### src/source/vector_unit_pkg.sv
// Shared widths, lane formats and operation codes of the packed-SIMD vector unit
package vector_unit_pkg;

    // --------------------------------------------------
    // Word and lane geometry
    // --------------------------------------------------

    // One operand word is split into two 16-bit lanes or four 8-bit lanes
    localparam int VECTOR_WIDTH = 32;
    localparam int LANE16_COUNT = 2;
    localparam int LANE8_COUNT = 4;

    // Lane widths follow from the word width and the lane count
    localparam int LANE16_WIDTH = VECTOR_WIDTH / LANE16_COUNT;
    localparam int LANE8_WIDTH = VECTOR_WIDTH / LANE8_COUNT;

    typedef logic [VECTOR_WIDTH-1:0] vector_t;
    typedef logic [LANE16_WIDTH-1:0] lane16_t;
    typedef logic [LANE8_WIDTH-1:0] lane8_t;

    // --------------------------------------------------
    // Lane length selector
    // --------------------------------------------------

    typedef logic [0:0] vec_len_t;

    localparam vec_len_t VEC_LEN_16 = 1'b0;
    localparam vec_len_t VEC_LEN_8 = 1'b1;

    // --------------------------------------------------
    // Operation codes
    // --------------------------------------------------

    // The codes are grouped by unit so the top level can steer by range
    typedef logic [3:0] vunit_op_t;

    // Wrap-around arithmetic
    localparam vunit_op_t OP_ADD = 4'd0;
    localparam vunit_op_t OP_SUB = 4'd1;

    // Shifts, amount taken from each lane of the second operand
    localparam vunit_op_t OP_SLL = 4'd2;
    localparam vunit_op_t OP_SRL = 4'd3;
    localparam vunit_op_t OP_SRA = 4'd4;

    // Comparisons and selections
    localparam vunit_op_t OP_EQL = 4'd5;
    localparam vunit_op_t OP_LST = 4'd6;
    localparam vunit_op_t OP_LST_EQL = 4'd7;
    localparam vunit_op_t OP_MIN = 4'd8;
    localparam vunit_op_t OP_MAX = 4'd9;

endpackage : vector_unit_pkg

### src/source/vector_adder_unit.sv
// Lane-wise wrap-around add and subtract with carries cut at lane boundaries
module vector_adder_unit (
    input  vector_unit_pkg::vector_t   operand_a_i,
    input  vector_unit_pkg::vector_t   operand_b_i,
    input  vector_unit_pkg::vec_len_t  vector_length_i,
    input  vector_unit_pkg::vunit_op_t operation_i,
    output vector_unit_pkg::vector_t   result_o
);

    localparam int W16 = vector_unit_pkg::LANE16_WIDTH;
    localparam int W8 = vector_unit_pkg::LANE8_WIDTH;

    logic                     subtract;
    vector_unit_pkg::vector_t operand_b_eff;
    vector_unit_pkg::vector_t sum_16;
    vector_unit_pkg::vector_t sum_8;

    // --------------------------------------------------
    // Operand preparation
    // --------------------------------------------------

    // Subtraction is done as A + ~B + 1, the +1 goes in as the carry
    // into every lane separately
    assign subtract      = (operation_i == vector_unit_pkg::OP_SUB);
    assign operand_b_eff = subtract ? ~operand_b_i : operand_b_i;

    // --------------------------------------------------
    // Lane adders
    // --------------------------------------------------

    // Each lane gets its own adder of lane width, so a carry out of the
    // top bit of a lane is simply dropped and never reaches its neighbour
    always_comb begin
        for (int i = 0; i < vector_unit_pkg::LANE16_COUNT; i++) begin
            sum_16[i*W16 +: W16] = operand_a_i[i*W16 +: W16]
                                 + operand_b_eff[i*W16 +: W16]
                                 + vector_unit_pkg::lane16_t'(subtract);
        end
    end

    // Same scheme for the four byte lanes
    always_comb begin
        for (int i = 0; i < vector_unit_pkg::LANE8_COUNT; i++) begin
            sum_8[i*W8 +: W8] = operand_a_i[i*W8 +: W8]
                              + operand_b_eff[i*W8 +: W8]
                              + vector_unit_pkg::lane8_t'(subtract);
        end
    end

    // --------------------------------------------------
    // Output
    // --------------------------------------------------

    // Codes other than OP_SUB leave B untouched, so they come out as the sum
    assign result_o = (vector_length_i == vector_unit_pkg::VEC_LEN_8) ? sum_8 : sum_16;

endmodule : vector_adder_unit

### src/source/vector_comparison_unit.sv
// Lane-wise equal, less, less-or-equal, minimum and maximum
// Signedness comes from the control register
module vector_comparison_unit (
    input  vector_unit_pkg::vector_t   operand_a_i,
    input  vector_unit_pkg::vector_t   operand_b_i,
    input  vector_unit_pkg::vec_len_t  vector_length_i,
    input  vector_unit_pkg::vunit_op_t operation_i,
    input  logic                       signed_operation_i,
    output vector_unit_pkg::vector_t   result_o
);

    localparam int W16 = vector_unit_pkg::LANE16_WIDTH;
    localparam int W8 = vector_unit_pkg::LANE8_WIDTH;

    // Lanes widened by one bit, so one signed compare serves both modes
    logic signed [W16:0] a_ext16;
    logic signed [W16:0] b_ext16;
    logic signed [W8:0]  a_ext8;
    logic signed [W8:0]  b_ext8;

    // Per-format lane masks, each lane all ones or all zeros
    vector_unit_pkg::vector_t eq_mask_16;
    vector_unit_pkg::vector_t lt_mask_16;
    vector_unit_pkg::vector_t gt_mask_16;
    vector_unit_pkg::vector_t eq_mask_8;
    vector_unit_pkg::vector_t lt_mask_8;
    vector_unit_pkg::vector_t gt_mask_8;

    // Masks of the active format
    vector_unit_pkg::vector_t eq_mask;
    vector_unit_pkg::vector_t lt_mask;
    vector_unit_pkg::vector_t gt_mask;

    // --------------------------------------------------
    // Lane compare
    // --------------------------------------------------

    // In signed mode the extra top bit copies the lane sign bit, in unsigned
    // mode it is zero, then a signed compare gives the right order either way
    always_comb begin
        for (int i = 0; i < vector_unit_pkg::LANE16_COUNT; i++) begin
            a_ext16 = {signed_operation_i & operand_a_i[i*W16 + W16 - 1],
                       operand_a_i[i*W16 +: W16]};
            b_ext16 = {signed_operation_i & operand_b_i[i*W16 + W16 - 1],
                       operand_b_i[i*W16 +: W16]};
            eq_mask_16[i*W16 +: W16] = {W16{a_ext16 == b_ext16}};
            lt_mask_16[i*W16 +: W16] = {W16{a_ext16 < b_ext16}};
            gt_mask_16[i*W16 +: W16] = {W16{a_ext16 > b_ext16}};
        end
    end

    // Byte lanes, same trick with a 9-bit compare
    always_comb begin
        for (int i = 0; i < vector_unit_pkg::LANE8_COUNT; i++) begin
            a_ext8 = {signed_operation_i & operand_a_i[i*W8 + W8 - 1], operand_a_i[i*W8 +: W8]};
            b_ext8 = {signed_operation_i & operand_b_i[i*W8 + W8 - 1], operand_b_i[i*W8 +: W8]};
            eq_mask_8[i*W8 +: W8] = {W8{a_ext8 == b_ext8}};
            lt_mask_8[i*W8 +: W8] = {W8{a_ext8 < b_ext8}};
            gt_mask_8[i*W8 +: W8] = {W8{a_ext8 > b_ext8}};
        end
    end

    // Past this point the masks are lane aligned, so the rest of the logic
    // is plain bitwise and does not care about the lane format
    always_comb begin
        if (vector_length_i == vector_unit_pkg::VEC_LEN_8) begin
            eq_mask = eq_mask_8;
            lt_mask = lt_mask_8;
            gt_mask = gt_mask_8;
        end else begin
            eq_mask = eq_mask_16;
            lt_mask = lt_mask_16;
            gt_mask = gt_mask_16;
        end
    end

    // --------------------------------------------------
    // Result select
    // --------------------------------------------------

    always_comb begin
        case (operation_i)
            vector_unit_pkg::OP_LST:     result_o = lt_mask;
            vector_unit_pkg::OP_LST_EQL: result_o = lt_mask | eq_mask;
            // A's lane only where it is strictly smaller, so ties give B's lane
            vector_unit_pkg::OP_MIN:     result_o = (operand_a_i & lt_mask)
                                                  | (operand_b_i & ~lt_mask);
            // A's lane only where it is strictly greater, ties again give B
            vector_unit_pkg::OP_MAX:     result_o = (operand_a_i & gt_mask)
                                                  | (operand_b_i & ~gt_mask);
            // OP_EQL and the codes of the other units
            default:                     result_o = eq_mask;
        endcase
    end

endmodule : vector_comparison_unit

### src/source/vector_control_register.sv
// Vector control register holding lane length and signedness
module vector_control_register (
    input  logic                      clk_i,
    input  logic                      reset_i,
    input  logic                      cfg_write_i,
    input  vector_unit_pkg::vec_len_t cfg_vector_length_i,
    input  logic                      cfg_signed_i,
    output vector_unit_pkg::vec_len_t vector_length_o,
    output logic                      signed_operation_o
);

    // --------------------------------------------------
    // Configuration state
    // --------------------------------------------------

    // This register is the only place the lane format lives, the
    // datapath units read it and never get a format with each operation
    vector_unit_pkg::vec_len_t vector_length_q;
    logic                      signed_operation_q;

    always_ff @(posedge clk_i) begin
        if (reset_i) begin
            // Out of reset the unit works on two unsigned 16-bit lanes
            vector_length_q    <= vector_unit_pkg::VEC_LEN_16;
            signed_operation_q <= 1'b0;
        end else if (cfg_write_i) begin
            // A write lands at the edge, so an operation issued together
            // with the write still sees the previous setting
            vector_length_q    <= cfg_vector_length_i;
            signed_operation_q <= cfg_signed_i;
        end
    end

    assign vector_length_o    = vector_length_q;
    assign signed_operation_o = signed_operation_q;

endmodule : vector_control_register

### src/source/vector_shift_unit.sv
// Lane-wise logical and arithmetic shifts with a per-lane shift amount
module vector_shift_unit (
    input  vector_unit_pkg::vector_t   operand_a_i,
    input  vector_unit_pkg::vector_t   operand_b_i,
    input  vector_unit_pkg::vec_len_t  vector_length_i,
    input  vector_unit_pkg::vunit_op_t operation_i,
    output vector_unit_pkg::vector_t   result_o
);

    localparam int W16 = vector_unit_pkg::LANE16_WIDTH;
    localparam int W8 = vector_unit_pkg::LANE8_WIDTH;

    // Only as many amount bits as are needed to reach the top of a lane
    localparam int SHAMT16_BITS = $clog2(W16);
    localparam int SHAMT8_BITS = $clog2(W8);

    vector_unit_pkg::vector_t shift_16;
    vector_unit_pkg::vector_t shift_8;

    // --------------------------------------------------
    // 16-bit lanes
    // --------------------------------------------------

    // Lane i of A is shifted by the low 4 bits of lane i of B
    always_comb begin
        for (int i = 0; i < vector_unit_pkg::LANE16_COUNT; i++) begin
            case (operation_i)
                vector_unit_pkg::OP_SLL: begin
                    shift_16[i*W16 +: W16] = operand_a_i[i*W16 +: W16]
                                           << operand_b_i[i*W16 +: SHAMT16_BITS];
                end
                vector_unit_pkg::OP_SRA: begin
                    // The lane is taken as signed so the sign bit fills in
                    shift_16[i*W16 +: W16] = $signed(operand_a_i[i*W16 +: W16])
                                           >>> operand_b_i[i*W16 +: SHAMT16_BITS];
                end
                default: begin
                    // Logical right shift, zero fill
                    shift_16[i*W16 +: W16] = operand_a_i[i*W16 +: W16]
                                           >> operand_b_i[i*W16 +: SHAMT16_BITS];
                end
            endcase
        end
    end

    // --------------------------------------------------
    // 8-bit lanes
    // --------------------------------------------------

    // Byte lanes only look at the low 3 bits of their amount
    always_comb begin
        for (int i = 0; i < vector_unit_pkg::LANE8_COUNT; i++) begin
            case (operation_i)
                vector_unit_pkg::OP_SLL: begin
                    shift_8[i*W8 +: W8] = operand_a_i[i*W8 +: W8]
                                        << operand_b_i[i*W8 +: SHAMT8_BITS];
                end
                vector_unit_pkg::OP_SRA: begin
                    shift_8[i*W8 +: W8] = $signed(operand_a_i[i*W8 +: W8])
                                        >>> operand_b_i[i*W8 +: SHAMT8_BITS];
                end
                default: begin
                    shift_8[i*W8 +: W8] = operand_a_i[i*W8 +: W8]
                                        >> operand_b_i[i*W8 +: SHAMT8_BITS];
                end
            endcase
        end
    end

    assign result_o = (vector_length_i == vector_unit_pkg::VEC_LEN_8) ? shift_8 : shift_16;

endmodule : vector_shift_unit

### src/source/vector_unit.sv
// Top level of the packed-SIMD vector unit
// Control register, three lane-wise units and the one-cycle result stage
module vector_unit (
    input  logic                       clk_i,
    input  logic                       reset_i,
    input  logic                       cfg_write_i,
    input  vector_unit_pkg::vec_len_t  cfg_vector_length_i,
    input  logic                       cfg_signed_i,
    input  vector_unit_pkg::vector_t   operand_a_i,
    input  vector_unit_pkg::vector_t   operand_b_i,
    input  vector_unit_pkg::vunit_op_t operation_i,
    input  logic                       data_valid_i,
    output vector_unit_pkg::vector_t   result_o,
    output logic                       valid_o
);

    vector_unit_pkg::vec_len_t vector_length;
    logic                      signed_operation;
    vector_unit_pkg::vector_t  adder_result;
    vector_unit_pkg::vector_t  shift_result;
    vector_unit_pkg::vector_t  compare_result;
    vector_unit_pkg::vector_t  unit_result;

    // --------------------------------------------------
    // Configuration and datapath units
    // --------------------------------------------------

    vector_control_register u_control (
        .clk_i               (clk_i),
        .reset_i             (reset_i),
        .cfg_write_i         (cfg_write_i),
        .cfg_vector_length_i (cfg_vector_length_i),
        .cfg_signed_i        (cfg_signed_i),
        .vector_length_o     (vector_length),
        .signed_operation_o  (signed_operation)
    );

    // All three units see every operation and decode only their own codes
    vector_adder_unit u_adder (
        .operand_a_i     (operand_a_i),
        .operand_b_i     (operand_b_i),
        .vector_length_i (vector_length),
        .operation_i     (operation_i),
        .result_o        (adder_result)
    );

    vector_shift_unit u_shift (
        .operand_a_i     (operand_a_i),
        .operand_b_i     (operand_b_i),
        .vector_length_i (vector_length),
        .operation_i     (operation_i),
        .result_o        (shift_result)
    );

    vector_comparison_unit u_compare (
        .operand_a_i        (operand_a_i),
        .operand_b_i        (operand_b_i),
        .vector_length_i    (vector_length),
        .operation_i        (operation_i),
        .signed_operation_i (signed_operation),
        .result_o           (compare_result)
    );

    // --------------------------------------------------
    // Result select and output stage
    // --------------------------------------------------

    // Pick the unit by operation class, anything past the shifts is a compare
    always_comb begin
        if (operation_i inside {vector_unit_pkg::OP_ADD, vector_unit_pkg::OP_SUB}) begin
            unit_result = adder_result;
        end else if (operation_i inside {vector_unit_pkg::OP_SLL, vector_unit_pkg::OP_SRL,
                                         vector_unit_pkg::OP_SRA}) begin
            unit_result = shift_result;
        end else begin
            unit_result = compare_result;
        end
    end

    // One register stage, so a strobe at one edge gives valid_o at the next.
    // The result holds its value while no operation is issued
    always_ff @(posedge clk_i) begin
        if (reset_i) begin
            valid_o  <= 1'b0;
            result_o <= '0;
        end else begin
            valid_o <= data_valid_i;
            if (data_valid_i) begin
                result_o <= unit_result;
            end
        end
    end

endmodule : vector_unit

### config.mk
export PLATFORM = sky130hd
export DESIGN_NAME = vector_unit
export DESIGN_NICKNAME = d
export VERILOG_FILES = /design/src/source/vector_unit_pkg.sv /design/src/source/vector_adder_unit.sv /design/src/source/vector_comparison_unit.sv /design/src/source/vector_control_register.sv /design/src/source/vector_shift_unit.sv /design/src/source/vector_unit.sv
export SDC_FILE = /design/constraint.sdc
export NUM_CORES = 1
export LEC_CHECK = 0
export BUFFER_PORTS_ARGS = -buffer_cell sky130_fd_sc_hd__buf_2
export CAP_MARGIN = 20
export CORE_ASPECT_RATIO = 1.1
export CORE_MARGIN = 5
export CORE_UTILIZATION = 49
export DETAILED_ROUTE_END_ITERATION = 12
export HOLD_SLACK_MARGIN = 0.03
export PLACE_DENSITY_LB_ADDON = 0.2
export SLEW_MARGIN = 20
export SYNTH_ARGS = -nofsm -noshare
export SYNTH_HDL_FRONTEND = slang
export SYNTH_HIERARCHICAL = 1
export SYNTH_SLANG_ARGS = --single-unit
### constraint.sdc
create_clock -name clk_i -period 4.4 [get_ports clk_i]
set_input_delay 0.22 -clock clk_i [delete_from_list [all_inputs] [get_ports clk_i]]
set_output_delay 0.22 -clock clk_i [all_outputs]
set_load 0.05 [all_outputs]
* Word level (Yosys, flattened, before mapping) *
Cells that the tools add are included.
W data, S select, Z words.

word-level totals
  bits in registers = 35
  bits in latches = 0
  bits in writable memories = 0
  bits in read-only memories = 0
  input bits = 74
  logic and storage cells = 96
  memories kept = 0

cells by class
  $add $sub $neg = 12
  $mul = 0
  div/mod/pow operators = 0
  order comparisons = 12
  eq/ne operators = 14
  shift operators = 18
  multiplexer cells = 15
  bitwise logic cells = 18
  reductions and logical operators = 3

operators by type and width
  cell                  count
  $mux W32              8
  $and A32 B32 Y32      4
  $pmux W32 S4          1
  $not A32 Y32          3
  $or A32 B32 Y32       3
  $pmux W16 S2          2
  $pmux W8 S2           4
  $eq A9 B9 Y1          4
  $gt A9 B9 Y1          4
  $lt A9 B9 Y1          4
  $eq A17 B17 Y1        2
  $gt A17 B17 Y1        2
  $lt A17 B17 Y1        2
  $add A16 B1 Y16       2
  $add A16 B16 Y16      2
  $add A8 B1 Y8         4
  $add A8 B8 Y8         4
  $shl A16 B4 Y16       2
  $shl A8 B3 Y8         4
  $shr A16 B4 Y16       2
  $shr A8 B3 Y8         4
  $sshr A16 B4 Y16      2
  $sshr A8 B3 Y8        4
  $eq A4 B3 Y1 const B  3
  other kinds (7)       16

* Longest topological paths before layout *
  depth after elaboration = 9
  depth in mapped cells = 14

* Hierarchy *
The synthesis kept the hierarchy.

by module, submodules not included
  module                   instances  cells an instance  area an instance (µm²)
  vector_shift_unit        1          654                4906.0
  vector_unit              1          298                2832.7
  vector_comparison_unit   1          251                2094.5
  vector_adder_unit        1          266                2015.7
  vector_control_register  1          6                  67.6

* Worst setup path after synthesis *
Ideal clock, no wire load.

  path type = input to register
  start point = in operation_i[3]
  end point = reg result_o[28]
  library setup time = 0.153 ns
  data arrival time = 3.220 ns
  path slack = 1.027 ns
  cell stages on the path = 13
  buffers on the path = 2
  cells stage by stage = or4b_1 -> buf_2 -> buf_1 -> xnor2_1 -> fa_1 -> a21o_1 -> nand4_1 -> a31oi_1 -> o211a_1 -> mux2i_1 -> or4_1 -> nand2_1 -> a41oi_2

on the way
  cells in the longest elaborated chain, start to end = 6
  elaborated cells between the ends (all ways) = 23
  classes of those cells = add/sub (4); eq/ne (8); mux (8); reduce/logical (3)

RTL lines
  item                                                      line                                              source
  start: declaration                                        vector_unit.sv:11                                 input vector_unit_pkg::vunit_op_t operation_i,
  $eq A4 B1 Y1 (*)                                          vector_adder_unit.sv:24                           assign subtract = (operation_i == vector_unit_pkg::OP_SUB);
  $mux W32                                                  vector_adder_unit.sv:25                           assign operand_b_eff = subtract ? ~operand_b_i : operand_b_i;
  $add A16 B16 Y16 / $add A8 B8 Y8 (equally long branches)  vector_adder_unit.sv:36, vector_adder_unit.sv:45
  $add A16 B1 Y16 / $add A8 B1 Y8 (equally long branches)   vector_adder_unit.sv:37, vector_adder_unit.sv:46
  $mux W32 (*)                                              vector_adder_unit.sv:55                           assign result_o = (vector_length_i == vector_unit_pkg::VEC_LEN_8) ? sum_8 : sum_16;
  named net adder_result[28]                                vector_unit.sv:19                                 vector_unit_pkg::vector_t adder_result;
  $mux W32 (*)                                              vector_unit.sv:70                                 if (operation_i inside {vector_unit_pkg::OP_ADD, vector_unit_pkg::OP_SUB}) begin
  end signal: assignment                                    vector_unit.sv:89                                 result_o <= unit_result;
  end: declaration                                          vector_unit.sv:13                                 output vector_unit_pkg::vector_t result_o,

Mark *: on every way through the listed nets, which the timed path passes. The rest lies on a longest branch.
A chain may end at the register's enable or synchronous reset.

* Final worst setup path *
  start point = in operation_i[0]
  end point = reg result_o[28]

Same word-level chain as after synthesis.

==> impl_metrics.ini <==
[pwr]
power_density_nw_per_um2 = 184
power_mw = 2.32
peakVddDrop_v = 0.000140
p_leak_nw = 4.82

[grt]
grt_pass1_wl_um = 67300
grt_pass1_vias = 11900
track_usage_pct = 30.2
grt_antenna_before_repair = 0
grt_max_degree = 70
overflow = 0

[floorplan]
start_util_pct = 50.0
die_h_um = 174
design.core.area_um2 = 23800
ioPinCount = 107
rows = 59
die_area_um2 = 27500
die_w_um = 159

[routing]
viasPerCell = 7.11
dr.pass1.iters = 8
drt_iter0_drc = 1421
wl_um = 43900
drc = 0
drtAntennaViolNets = 0
vias = 12800
wl_per_cell_um = 24.4

[synth]
synth_largest_area_cell = mux4_2
synth_edf_count = 0
yosysSeqAreaShare_pct = 5.88
syn-cell-area_um2 = 11900
synth_area_leaders = mux4_2, ha_1, dfxtp_1
synth_top_cell_area_share_pct = 9.64
synth_cells = 1475
async_reset_ff_share_pct = 0
syn-num-nets = 1620
avgSynthCellArea_um2 = 8.08
synth_flop_cell = dfxtp_1
ys_ff_latch = 35
ys_types = 101
yosysWarningCount = 6

[final_layout]
layout_commonest_cell = nand2_1
areaGrowthSynthToFinish_pct = 5.86
drive_gt1_share_pct = 24.1
antenna_cells = 0
final_cell_mix = nand2_1, buf_2, nor2_1, o21ai_0, a21oi_1
design_area_um2 = 12600
final_cells = 1800
nets = 1639
final_util_pct = 52.9

[clocking]
post_cts_resized = 0
clk_path_buf_depth = 2
holdBufCountCts = 0
clock_latency_ns = 0.29
cts_tree = done
cts_root_buf = clkbuf_16
cts_setup_buffers = 0
cts.reportedPaths.clkPinSlew_ns = 0.06
cts-buffers-inserted = 5
clock-sinks = 35
htreeDepth = 2

[placed_design]
hpwl_um = 31200
gp_congestion = 0.959
port_buffers = 106
pre_cts_slack_ns = 0.437
placed_cells = 1792
placed_area_um2 = 12500

[setup_path]
critical_path.max_fanout = 14
criticalPathCategory = primary input to flop
critPathArrivalTime_ns = 3.79
r2r_cells = 9
rr_endpoint = result_o[21]
startpoint_type = primary input
worst_setup_path_end_kind = flop
r2r_setup_slack_ns = 1.17
reg2reg_from = u_control/signed_operation_o
crit_required_ns = 4.54

[worst_hold_path]
hold_path_startpoint = cfg_signed_i
hp-class = primary input to flop
holdPathStages = 3
whs_endpoint = u_control/signed_operation_o

[sta]
post-route-period-util_pct = 83.0
maxSlewViolCount = 0
min_period_ns = 3.65
setup_viol = 0
fin_ws_ns = 0.749
fmax_mhz = 274
setup-tns-final_ns = 0
slew_headroom_pct = 32.7
finalHoldViolCount = 0
fin_worst_skew_ns = 0.00777
worst_slew_pin_slew_ns = 1.01
rsz0062_at_grt = no
whs_ns = 0.170

[outcome]
status = finished, final reports clean

[flow_run]
drv_cap = 0
[how the worst max path moves through the flow]
stage / cells after the start / to / from
floorplan: 13 / result_o[28] / operation_i[3]
detailed placement: 13 / result_o[28] / operation_i[0]
finish: 13 / result_o[28] / operation_i[0]
CTS: 13 / result_o[28] / operation_i[0]
global route: 13 / result_o[28] / operation_i[0]
global placement: 13 / result_o[28] / operation_i[0]
[state kept, by name, indices dropped and copies added (netlist names)]
signal                        count
result_o                         32
u_control/signed_operation_o      1
u_control/vector_length_o         1
valid_o                           1
[cells by family after synthesis]
group | share of synthesized area, %
adders and majority gates | 7.71
muxes | 18.9
DFF | 5.88
AOI/OAI and AO/OA | 35.7
xor gates and xnor gates | 4.90
buffers and inverters | 7.74
and+or+nand+nor | 19.2
[cell usage after synthesis (all sizes together) (16+ instances only)]
master  instances
inv            59
mux4           51
mux2           36
nand3          33
and2           40
xnor2          51
dfxtp          35
a221o          26
o211ai         21
nand2         119
a22oi          39
nor2          104
clkbuf         69
a21oi          77
ha             67
o21ai          94
o21bai         35
a41oi          34
buf            65
nor3           23
mux2i          69
a31oi          16
nor4b          35
a211oi         29
[report_power, final]
| group | internal (mW) | switching (mW) |
|---|---|---|
| Combinational | 0.617 | 0.979 |
| Clock | 0.210 | 0.152 |
| Sequential | 0.343 | 0.0226 |
[critical path: stages]
cell and delay [ns]:
buf_2 0.27, or4b_2 0.90, buf_4 0.30, xnor2_1 0.24, inv_1 0.10, fa_1 0.40, nand2_1 0.15, o311a_1 0.19
o211a_1 0.20, mux2i_1 0.08, or4_1 0.51, nand2_1 0.10, a41oi_2 0.11
[cell type report]
class,count,area (µm²)
Clock buffer,7,133
Clock inverter,1,5.00
Fill cell,2330,11200
Inverter,61,229
Multi-Input combinational cell,1242,10300
Sequential cell,35,702
Tap cell,305,382
Timing Repair Buffer,149,853
[metal layers]
metal	GRT usage, %	wire length [µm]	vias up
met5	0	0	-
met4	15.0	2520	0
met3	3.90	3700	133
met2	47.3	19800	697
met1	40.6	17900	6194
li1	-	-	5777
(Power assumes the default switching activity.)
